===== config.mk =====
export PLATFORM = sky130hd
export DESIGN_NAME = step_motor_ctrl
export DESIGN_NICKNAME = d
export VERILOG_FILES = /design/src/motor_cfg_pkg.sv /design/src/motor_state_pkg.sv /design/src/speed_table_ram.sv /design/src/slot_sequencer.sv /design/src/step_pulse_timer.sv /design/src/step_ramp_fsm.sv /design/src/step_motor_ctrl.sv
export SDC_FILE = /design/constraint.sdc
export NUM_CORES = 2
export LEC_CHECK = 0
export BUFFER_PORTS_ARGS = -buffer_cell sky130_fd_sc_hd__buf_2
export CAP_MARGIN = 20
export CORE_MARGIN = 8
export CORE_UTILIZATION = 60
export CTS_BUF_LIST = sky130_fd_sc_hd__clkbuf_16
export CTS_CLUSTER_DIAMETER = 30
export DETAILED_ROUTE_END_ITERATION = 10
export PLACE_DENSITY = 0.77
export SLEW_MARGIN = 5
export SYNTH_ARGS = -nofsm -noshare
export SYNTH_HDL_FRONTEND = slang
export SYNTH_HIERARCHICAL = 1
export SYNTH_SLANG_ARGS = --single-unit

===== constraint.sdc =====
create_clock -name clk -period 12.59 [get_ports clk]
set_input_delay 1.8885 -clock clk [delete_from_list [all_inputs] [get_ports clk]]
set_output_delay 1.8885 -clock clk [all_outputs]
set_load 0.02 [all_outputs]

===== src/motor_cfg_pkg.sv =====
package motor_cfg_pkg;

	// axis and slot counts
	localparam int MOTOR_NBR = 2;
	localparam int SLOT_NBR = 8;	// one tick per axis every 8 clocks

	// speed table geometry
	localparam int TBL_DEPTH = 64;
	localparam int TBL_AW = $clog2(TBL_DEPTH);

	// index into the speed table
	typedef logic [TBL_AW-1:0] tbl_addr_t;

	// loaded entry count up to a full table
	typedef logic [TBL_AW:0] tbl_len_t;

	// step period in slot ticks with a legal minimum of 2
	typedef logic [15:0] period_t;

	// steps of one move
	typedef logic [15:0] step_cnt_t;

endpackage


===== src/motor_state_pkg.sv =====
package motor_state_pkg;

	// ramp FSM states
	typedef enum logic [2:0] {
		ST_IDLE,
		ST_FETCH,	// waiting for the table entry of the next step
		ST_ACCEL,
		ST_CRUISE,
		ST_DECEL
	} motion_state_t;

endpackage


===== src/speed_table_ram.sv =====
`timescale 1ns/1ps

module speed_table_ram
	import motor_cfg_pkg::*;
(
	input  logic      clk,
	input  logic      resetn,
	input  logic      i_load,
	input  logic      i_wr,
	input  period_t   i_wr_data,
	input  tbl_addr_t i_rd_addr,
	output period_t   o_rd_data,
	output tbl_len_t  o_len
);

	period_t mem [TBL_DEPTH];
	tbl_addr_t wr_ptr;
	tbl_len_t len;
	logic load_q;
	logic load_rise;
	logic wr_en;

	assign load_rise = i_load & ~load_q;
	assign wr_en = i_load & i_wr & ~load_rise & (len != tbl_len_t'(TBL_DEPTH));	// full table drops writes
	assign o_len = len;

	always_ff @(posedge clk) begin
		if (!resetn) begin
			load_q <= 1'b0;
			wr_ptr <= '0;
			len <= '0;
		end else begin
			load_q <= i_load;
			if (load_rise) begin	// new load restarts the list
				wr_ptr <= '0;
				len <= '0;
			end else if (wr_en) begin
				wr_ptr <= wr_ptr + 1'b1;
				len <= len + 1'b1;
			end
		end
	end

	always_ff @(posedge clk) begin
		if (wr_en)
			mem[wr_ptr] <= i_wr_data;
		o_rd_data <= mem[i_rd_addr];	// one cycle read latency
	end

endmodule


===== src/slot_sequencer.sv =====
`timescale 1ns/1ps

module slot_sequencer
	import motor_cfg_pkg::*;
(
	input  logic                           clk,
	input  logic                           resetn,
	input  tbl_addr_t [MOTOR_NBR-1:0]      i_addr,
	output logic      [MOTOR_NBR-1:0]      o_slot_tick,
	output logic      [MOTOR_NBR-1:0]      o_data_vld,
	output tbl_addr_t                      o_rd_addr
);

	logic [SLOT_NBR-1:0] ring;
	logic [MOTOR_NBR-1:0] vld_d1;
	logic [MOTOR_NBR-1:0] vld_d2;
	tbl_addr_t addr_sel;

	assign o_slot_tick = ring[MOTOR_NBR-1:0];	// slot n belongs to axis n
	assign o_data_vld = vld_d2;

	// rotating one-hot slot ring
	always_ff @(posedge clk) begin
		if (!resetn)
			ring <= SLOT_NBR'(1);
		else
			ring <= {ring[SLOT_NBR-2:0], ring[SLOT_NBR-1]};
	end

	// only the ticking axis contributes its index
	always_comb begin
		addr_sel = '0;
		for (int n = 0; n < MOTOR_NBR; n++) begin
			addr_sel = addr_sel | (i_addr[n] & {$bits(tbl_addr_t){ring[n]}});
		end
	end

	always_ff @(posedge clk) begin
		o_rd_addr <= addr_sel;	// shared read address
	end

	// tick delayed by address register plus ram read
	always_ff @(posedge clk) begin
		if (!resetn) begin
			vld_d1 <= '0;
			vld_d2 <= '0;
		end else begin
			vld_d1 <= ring[MOTOR_NBR-1:0];
			vld_d2 <= vld_d1;
		end
	end

endmodule


===== src/step_pulse_timer.sv =====
`timescale 1ns/1ps

module step_pulse_timer
	import motor_cfg_pkg::*;
(
	input  logic    clk,
	input  logic    resetn,
	input  logic    i_tick,
	input  logic    i_load,
	input  period_t i_period,
	output logic    o_expire
);

	period_t cnt;

	// down-counter in slot ticks
	always_ff @(posedge clk) begin
		if (!resetn)
			cnt <= '0;
		else if (i_load)
			cnt <= i_period;
		else if (i_tick && cnt != '0)
			cnt <= cnt - 1'b1;
	end

	// strobe on the tick that takes it to zero
	assign o_expire = i_tick & ~i_load & (cnt == period_t'(1));

endmodule


===== src/step_ramp_fsm.sv =====
`timescale 1ns/1ps

module step_ramp_fsm
	import motor_cfg_pkg::*;
	import motor_state_pkg::*;
(
	input  logic      clk,
	input  logic      resetn,
	input  logic      i_start,
	input  logic      i_stop,
	input  logic      i_dir,
	input  step_cnt_t i_steps,
	input  period_t   i_target,
	input  logic      i_tick,
	input  logic      i_data_vld,
	input  period_t   i_rd_data,
	input  tbl_len_t  i_len,
	input  logic      i_expire,
	output tbl_addr_t o_addr,
	output logic      o_tmr_load,
	output period_t   o_tmr_period,
	output logic      o_drive,
	output logic      o_dir,
	output logic      o_busy,
	output period_t   o_rt_speed
);

	motion_state_t state;
	motion_state_t phase;	// ramp phase of the step being fetched
	motion_state_t phase_nxt;
	step_cnt_t steps_q;
	step_cnt_t k;	// current step number
	step_cnt_t left;
	step_cnt_t lim;
	period_t target_q;
	period_t rt_speed;
	tbl_addr_t idx;
	tbl_addr_t cap;
	tbl_addr_t idx_nxt;
	logic cap_found;
	logic stopping;
	logic fetch_req;
	logic start_ok;
	logic accept;
	logic cap_hit;
	logic last_step;
	logic advance;

	assign o_addr = idx;
	assign o_tmr_period = rt_speed;
	assign o_rt_speed = rt_speed;

	assign left = steps_q - k - step_cnt_t'(1);	// steps after this one
	assign start_ok = (state == ST_IDLE) && i_start && (i_steps != '0) && (i_len != '0);
	assign accept = (state == ST_FETCH) && fetch_req && i_data_vld;
	assign cap_hit = accept && !cap_found && ((i_rd_data <= target_q) || (idx == cap));
	assign last_step = (left == '0) || (stopping && idx == '0);
	assign advance = (state == ST_ACCEL || state == ST_CRUISE || state == ST_DECEL) &&
		i_expire && !last_step;

	// next index is min(k+1, S-2-k, cap) or one down when stopping
	always_comb begin
		lim = k + step_cnt_t'(1);
		if (left - step_cnt_t'(1) < lim)
			lim = left - step_cnt_t'(1);
		if (step_cnt_t'(cap) < lim)
			lim = step_cnt_t'(cap);
		if (stopping)
			idx_nxt = idx - 1'b1;
		else
			idx_nxt = tbl_addr_t'(lim);
		if (idx_nxt > idx)
			phase_nxt = ST_ACCEL;
		else if (idx_nxt == idx)
			phase_nxt = ST_CRUISE;
		else
			phase_nxt = ST_DECEL;
	end

	always_ff @(posedge clk) begin
		if (!resetn) begin
			state <= ST_IDLE;
			phase <= ST_IDLE;
			idx <= '0;
			cap_found <= 1'b0;
			stopping <= 1'b0;
			fetch_req <= 1'b0;
			o_tmr_load <= 1'b0;
			o_drive <= 1'b0;
			o_dir <= 1'b0;
			o_busy <= 1'b0;
			rt_speed <= '0;
		end else begin
			o_tmr_load <= 1'b0;
			if (accept)
				o_drive <= 1'b1;
			else if (i_data_vld)
				o_drive <= 1'b0;	// pulse lasts one slot period
			if (i_stop && state != ST_IDLE)
				stopping <= 1'b1;
			if (cap_hit)
				cap_found <= 1'b1;
			case (state)
				ST_IDLE: begin
					if (start_ok) begin
						state <= ST_FETCH;
						phase <= ST_ACCEL;
						o_busy <= 1'b1;
						o_dir <= i_dir;
						idx <= '0;
						cap_found <= 1'b0;
						stopping <= 1'b0;
						fetch_req <= 1'b0;
					end
				end
				ST_FETCH: begin
					if (i_tick)
						fetch_req <= 1'b1;	// address goes out on this tick
					if (accept) begin
						state <= phase;
						fetch_req <= 1'b0;
						rt_speed <= i_rd_data;
						o_tmr_load <= 1'b1;
					end
				end
				ST_ACCEL, ST_CRUISE, ST_DECEL: begin
					if (i_expire && last_step) begin
						state <= ST_IDLE;
						o_busy <= 1'b0;
					end else if (advance) begin
						state <= ST_FETCH;
						phase <= phase_nxt;
						idx <= idx_nxt;
					end
				end
				default: state <= ST_IDLE;
			endcase
		end
	end

	// move parameters and counters
	always_ff @(posedge clk) begin
		if (start_ok) begin
			steps_q <= i_steps;
			target_q <= i_target;
			k <= '0;
			cap <= tbl_addr_t'(i_len - 1'b1);	// last entry until target is met
		end else begin
			if (advance)
				k <= k + step_cnt_t'(1);
			if (cap_hit)
				cap <= idx;
		end
	end

endmodule


===== src/step_motor_ctrl.sv =====
`timescale 1ns/1ps

module step_motor_ctrl
	import motor_cfg_pkg::*;
(
	input  logic                           clk,
	input  logic                           resetn,
	input  logic                           i_tbl_load,
	input  logic                           i_tbl_wr,
	input  period_t                        i_tbl_data,
	output tbl_len_t                       o_tbl_len,
	input  logic      [MOTOR_NBR-1:0]      i_start,
	input  logic      [MOTOR_NBR-1:0]      i_stop,
	input  logic      [MOTOR_NBR-1:0]      i_dir,
	input  step_cnt_t [MOTOR_NBR-1:0]      i_steps,
	input  period_t   [MOTOR_NBR-1:0]      i_target,
	output logic      [MOTOR_NBR-1:0]      o_drive,
	output logic      [MOTOR_NBR-1:0]      o_dir,
	output logic      [MOTOR_NBR-1:0]      o_busy,
	output period_t   [MOTOR_NBR-1:0]      o_rt_speed
);

	tbl_addr_t [MOTOR_NBR-1:0] tbl_addr;
	logic [MOTOR_NBR-1:0] slot_tick;
	logic [MOTOR_NBR-1:0] data_vld;
	logic [MOTOR_NBR-1:0] tmr_load;
	logic [MOTOR_NBR-1:0] tmr_expire;
	period_t [MOTOR_NBR-1:0] tmr_period;
	tbl_addr_t rd_addr;
	period_t rd_data;

	speed_table_ram u_speed_table_ram (
		.clk       (clk),
		.resetn    (resetn),
		.i_load    (i_tbl_load),
		.i_wr      (i_tbl_wr),
		.i_wr_data (i_tbl_data),
		.i_rd_addr (rd_addr),
		.o_rd_data (rd_data),
		.o_len     (o_tbl_len)
	);

	slot_sequencer u_slot_sequencer (
		.clk         (clk),
		.resetn      (resetn),
		.i_addr      (tbl_addr),
		.o_slot_tick (slot_tick),
		.o_data_vld  (data_vld),
		.o_rd_addr   (rd_addr)
	);

	for (genvar n = 0; n < MOTOR_NBR; n++) begin : g_axis
		step_ramp_fsm u_step_ramp_fsm (
			.clk          (clk),
			.resetn       (resetn),
			.i_start      (i_start[n]),
			.i_stop       (i_stop[n]),
			.i_dir        (i_dir[n]),
			.i_steps      (i_steps[n]),
			.i_target     (i_target[n]),
			.i_tick       (slot_tick[n]),
			.i_data_vld   (data_vld[n]),
			.i_rd_data    (rd_data),	// shared bus valid on this axis' strobe
			.i_len        (o_tbl_len),
			.i_expire     (tmr_expire[n]),
			.o_addr       (tbl_addr[n]),
			.o_tmr_load   (tmr_load[n]),
			.o_tmr_period (tmr_period[n]),
			.o_drive      (o_drive[n]),
			.o_dir        (o_dir[n]),
			.o_busy       (o_busy[n]),
			.o_rt_speed   (o_rt_speed[n])
		);

		step_pulse_timer u_step_pulse_timer (
			.clk      (clk),
			.resetn   (resetn),
			.i_tick   (slot_tick[n]),
			.i_load   (tmr_load[n]),
			.i_period (tmr_period[n]),
			.o_expire (tmr_expire[n])
		);
	end

endmodule


## Word-level counts from Yosys, hierarchy flattened

Memory sizes are Yosys's and may differ from the RTL's. A register that Yosys moved wholly into a read port is not among the register bits.
Cells that the tools add are included.

- Flip-flop bits (word level): 242
- RAM bits: 1024
- Output and inout port bits: 45
- Logic and storage cells: 264
- Memories kept: 1

Memories:

| name | words | bits a word | rd ports | clocked after Yosys merged registers in | wr ports | RTL line | source |
|---|---|---|---|---|---|---|---|
| u_speed_table_ram.mem | 64 | 16 | 1 | 1 | 1 | speed_table_ram.sv:16 | `period_t mem [TBL_DEPTH];` |

- Add/sub/neg operators: 15
- $lt $le $gt $ge: 8
- Equality and inequality tests: 29
- Muxes and demuxes: 78
- Bitwise gates (word level): 16
- Reductions and logical operators: 78

Operators with widths:

| kind | count |
|---|---|
| 16-bit two-way mux | 6 |
| 16-bit by 1-bit subtractor with 16-bit output, second input constant | 6 |
| 6-bit two-way mux | 14 |
| 16-bit nonzero test | 4 |
| 3-bit two-way mux | 18 |
| 16-bit by 1-bit adder with 16-bit output, second input constant | 2 |
| 16-bit by 1-bit == test with 1-bit output, second input constant | 2 |
| 16-bit less-or-equal comparator | 2 |
| 16-bit zero test | 2 |
| 16-bit less-than comparator | 2 |
| 6-bit by 16-bit less-than comparator with 1-bit output | 2 |
| 16-bit subtractor | 2 |
| 1-bit two-way mux | 30 |
| 1-bit logical AND | 26 |
| 6-bit == test | 4 |
| 6-bit case mux with 2 select lines | 2 |
| 2-bit nonzero test | 10 |
| 3-bit case mux with 3 select lines | 2 |
| 3-bit AND reduction | 6 |
| 6-bit by 1-bit subtractor with 6-bit output, second input constant | 3 |
| 2-bit by 1-bit inequality test with 1-bit output, second input constant | 8 |
| 6-bit AND | 2 |
| 3-bit by 2-bit == test with 1-bit output, second input constant | 4 |
| 6-bit greater-than comparator | 2 |
| 23 further kinds | 63 |

## Depth between registers and ports, before layout

- Depth after elaboration: 14
- Mapped depth: 37
- Gate-level depth less buffers: 36

## Hierarchy

The synthesis kept the hierarchy.

By module, submodules not included:

| module | times used | cells each | area an instance (um^2) |
|---|---|---|---|
| speed_table_ram | 1 | 1891 | 40588.9 |
| step_ramp_fsm at g_axis[0].u_step_ramp_fsm | 1 | 800 | 7069.3 |
| step_ramp_fsm at g_axis[1].u_step_ramp_fsm | 1 | 775 | 6732.7 |
| step_pulse_timer | 2 | 120 | 972.2 |
| slot_sequencer | 1 | 32 | 414.1 |

## Worst setup path before layout

No wires, ideal clock.

- Kind: register to register
- Start: register g_axis[1].u_step_ramp_fsm.k[0]
- End: register g_axis[1].u_step_ramp_fsm.phase[2]
- Setup time: 58 ps
- Arrival: 7288 ps
- Required time: 12532 ps
- Setup slack: 5244 ps
- Cell stages (with the launch flop): 36
- Clock period less this slack: 7346 ps
- Cells stage by stage: dfxtp_1 -> inv_1 -> ha_1 -> fa_1 -> a211oi_1 -> nor4_2 -> or3b_2 -> nand3_1 -> nor3_1 -> nand3b_1 -> nor2_1 -> xor2_1 -> ha_1 -> a21o_1 -> a21o_1 -> a211o_1 -> nor2_1 -> clkbuf_1 -> mux2_2 -> ha_1 -> o21a_1 -> nor2_1 -> nor3_1 -> o21a_1 -> a211o_1 -> and4b_1 -> a41oi_4 -> mux2i_1 -> mux2_2 -> ha_1 -> nand2b_1 -> a21oi_1 -> nor2_1 -> nor3_1 -> o211a_1 -> o21a_1

- Word-level cells in the longest chain between the ends: 14
- Elaborated cells on any way between the ends: 24

RTL lines:

| item | RTL line | source |
|---|---|---|
| from (decl) | step_ramp_fsm.sv:32 | `step_cnt_t k;` |
| from (signal assigned) | step_ramp_fsm.sv:150 | `k <= k + step_cnt_t'(1);` |
| parallel branches: the longest is 14 deep, another holds 16-bit subtractor | n/a |  |
| to (signal assigned) | step_ramp_fsm.sv:132 | `phase <= phase_nxt;` |
| to (decl) | step_ramp_fsm.sv:29 | `motion_state_t phase;` |

Several ways; the timed one is not identified. The select of a mux whose other input is x is not followed.
A chain may end at the register's enable or synchronous reset.

## Worst setup path after layout

Same ends and word-level chain as after synthesis.

==> metrics.md <==
| Metric | Value |
|---|---|
| Status | `finished, final reports clean` |
| Final clock skew | `0.0392 ns` |
| Ys Warns | `6` |
| Leakage power | `22.3 nW` |
| Slowest stage cell, crit path | `nor2_1` |
| Final setup fails | `0` |
| Vias per std cell | `6.32` |
| Min-Delay Path Class | `reg -> reg` |
| Setup crit start kind | `flip-flop` |
| Worst reg-to-reg path cell count | `34` |
| Hold Startpoint | `u_slot_sequencer/ring[7]$_SDFF_PN0_` |
| Largest net degree at the start of global routing | `108` |
| Final hold vios | `0` |
| Post_cts resized | `0` |
| Starting Density | `0.602` |
| Synth Register Bits | `1278` |
| WP data required | `13.29 ns` |
| Reg2reg start | `g_axis[1].u_step_ramp_fsm/k[0]$_SDFFE_PP0P_` |
| Die footprint | `105000 sq um` |
| VDD IR-drop max | `0.128 mV` |
| GRT Util Overall | `0.270` |
| Syn Nets | `3965` |
| WHS Path Cells | `1` |
| Metal3 WL | `12200 um` |
| CTS sink count | `1278` |
| Synth Cell Area | `56700 sq um` |
| Unrepaired setup endpoints after global routing | `no` |
| DR WL met2 | `69400 um` |
| Port Buffers | `134` |
| Max incr delay on CP | `0.54 ns` |
| Final WL | `142000 um` |
| Commonest non-fill, non-tap cell in the layout | `edfxtp_1` |
| Tightest Pin Transition | `1.09 ns` |
| Area of the core | `94300 sq um` |
| Fillers | `6012` |
| DIE HEIGHT | `324 um` |
| Final Power | `12.2 mW` |
| Final TNS setup | `0 ns` |
| TritonCTS clock tree | `built` |
| Leading cell types in the layout, fill and taps excluded | `1100 x edfxtp_1, 251 x nand2_1, 214 x clkbuf_16` |
| Antenna violations before repair | `3` |
| Clk Latency, worst-skew pair | `0.78 ns` |
| Crit Path Category | `reg -> reg` |
| Number of synthesized flops with an enable pin | `1100` |
| # nets final | `4211` |
| Vias in the first global route | `34800` |
| Htree depth | `4` |
| DR pass1 iterations | `6` |
| Met1 WL | `54300 um` |
| Reg area | `36600 sq um` |
| Clk buf depth | `3` |
| Cts bufs inserted | `212` |
| Power per standard cell area | `186 nW/um^2` |
| Syn avg cell area | `15.2 sq um` |
| Top Metal Used | `met4` |
| Antenna Violating Nets Remaining | `0` |
| Number of setup buffers added after CTS | `0` |
| Final period utilization | `0.655` |
| Synth unique cells | `116` |
| Fmax achieved | `0.121 GHz` |
| Area of the multi-input gates | `18400 sq um` |
| Clock transition at the registers of the reported paths | `0.05 ns` |
| Seq/Total Area, Yosys | `0.645` |
| Share of layout cells above drive strength 1 | `0.221` |
| Hpwl dp | `84600 um` |
| Critical Path Sink Type | `flip-flop` |
| Tmin final | `8.25 ns` |
| Number of max-cap violations | `0` |
| CP Max Fanout | `11` |
| Die X | `324 um` |
| Num ports | `135` |
| Max-slew violation count | `0` |
| Crit path launch | `g_axis[1].u_step_ramp_fsm/k[0]$_SDFFE_PP0P_` |
| Cells after Synth | `3738` |
| Global route overflow | `0` |
| Global-route wire length before repair | `213000 um` |
| Vias | `34300` |
| Per-cell routed wire length | `26.2 um` |
| Predominant post-synthesis flop cell | `edfxtp_1` |
| Gpl congestion | `0.920` |
| Hold Buf Count CTS | `0` |
| CP Data Arrival Time | `8.95 ns` |
| Starting DRC count in detailed routing | `4039` |
| CTS root buf | `clkbuf_16` |
| DR DRC count | `0` |
| FP Rows | `113` |
| Area growth, synth to finish | `15.9%` |
| Slew HR | `0.268` |
| Asr flop ratio synth | `0` |
worst max-delay path, delay by kind of cell, from the launching register on:
kind	cells	cell delay, ns
and+or+nand+nor	13	2.51
DFF	1	0.44
adders and majority gates	5	1.62
buffers and inverters	1	0.12
xor gates and xnor gates	1	0.15
AOI/OAI and AO/OA	11	2.48
muxes	3	0.86
layout make-up:
cell class | count | area share
Sequential cell | 1278 | 0.557
Multi-Input combinational cell | 2122 | 0.280
Clock buffer | 214 | 0.0815
Clock inverter | 182 | 0.0277
Tap cell | 1265 | 0.0241
Timing Repair Buffer | 234 | 0.0225
Inverter | 136 | 0.00776
Antenna cell | 3 | 0.000114
worst paths after layout:
check / end / slack, ns
worst max-delay path: g_axis[1].u_step_ramp_fsm/phase[2]$_SDFFE_PN0P_ / 4.34
worst min register to register: u_slot_sequencer/ring[0]$_SDFF_PN1_ / 0.42
worst min-delay path: u_slot_sequencer/ring[0]$_SDFF_PN1_ / 0.42
worst max register to register: g_axis[1].u_step_ramp_fsm/phase[2]$_SDFFE_PN0P_ / 4.34
stage by stage:
step	hold WS, ns	setup slack [ns]	util	instances	instance area, sq um
final	0.423	4.34	0.697	5434	65700
after global routing	0.428	3.69	0.697	5431	65700
after CTS	0.424	4.39	0.697	5428	65700
after detailed placement	0.402	4.41	0.620	5032	58500
after global placement	0.391	4.45	0.620	5032	58500
after floorplan	0.386	5.24	-	3738	56700
per-layer routing:
metal | GRT usage | up-vias
met5 | 0 | -
met4 | 0.125 | 0
met3 | 0.0554 | 359
met2 | 0.445 | 1661
met1 | 0.346 | 17200
li1 | - | 15100
cell families (layout without fill, tap and decap cells):
kind of cell / count (synthesis) / after routing / share of synthesized area
simple gates: 863 / 863 / 0.0773
mux: 398 / 398 / 0.121
buf+inv: 338 / 766 / 0.0315
compound gates: 593 / 593 / 0.0747
xor+xnor: 131 / 131 / 0.0205
flops: 1278 / 1278 / 0.645
other cells: 0 / 3 / 0
fa+ha+maj: 137 / 137 / 0.0305
state kept, by name, indices dropped and copies added (netlist names), 6 cells and up:
| name | cells |
|---|---|
| g_axis.u_step_ramp_fsm/target_q | 32 |
| g_axis.u_step_ramp_fsm/k | 32 |
| g_axis.u_step_ramp_fsm/phase | 6 |
| g_axis.u_step_ramp_fsm/o_rt_speed | 32 |
| g_axis.u_step_ramp_fsm/o_addr | 12 |
| u_speed_table_ram/o_len | 7 |
| u_speed_table_ram/wr_ptr | 6 |
| g_axis.u_step_pulse_timer/cnt | 32 |
| u_speed_table_ram/o_rd_data | 16 |
| u_slot_sequencer/o_rd_addr | 6 |
| g_axis.u_step_ramp_fsm/state | 6 |
| g_axis.u_step_ramp_fsm/cap | 12 |
| u_speed_table_ram/mem | 1024 |
| u_slot_sequencer/ring | 8 |
| g_axis.u_step_ramp_fsm/steps_q | 32 |
synthesized netlist by cell type (all sizes together), types with 16 or more instances:
master,count,share of area
a21oi,107,0.010
and2,25,0.0028
ha,135,0.030
mux4,216,0.087
nand4,35,0.0039
mux2,56,0.012
nor4,32,0.0043
nand3,62,0.0055
dfxtp,178,0.063
o21a,18,0.0024
nor2b,37,0.0041
o211ai,28,0.0041
o31ai,16,0.0024
edfxtp,1100,0.58
a31oi,31,0.0034
nor2,204,0.014
o22ai,20,0.0023
nor3,59,0.0054
buf,129,0.017
o21ai,118,0.011
a22oi,61,0.0081
inv,134,0.0089
xnor2,93,0.015
a21boi,37,0.0049
mux2i,126,0.022
or3,34,0.0038
xor2,38,0.0059
nand2,252,0.017
or4,16,0.0022
clkbuf,72,0.0053
nand2b,28,0.0031
a21o,23,0.0032
where the power goes:
group          leakage (nW)  internal, mW  switching [mW]
Sequential             11.3          4.68          0.0990
Clock                  3.50          3.61            2.09
Combinational          7.44         0.699            1.04
Total                  22.3          8.98            3.22
(Power assumes the default switching activity.)
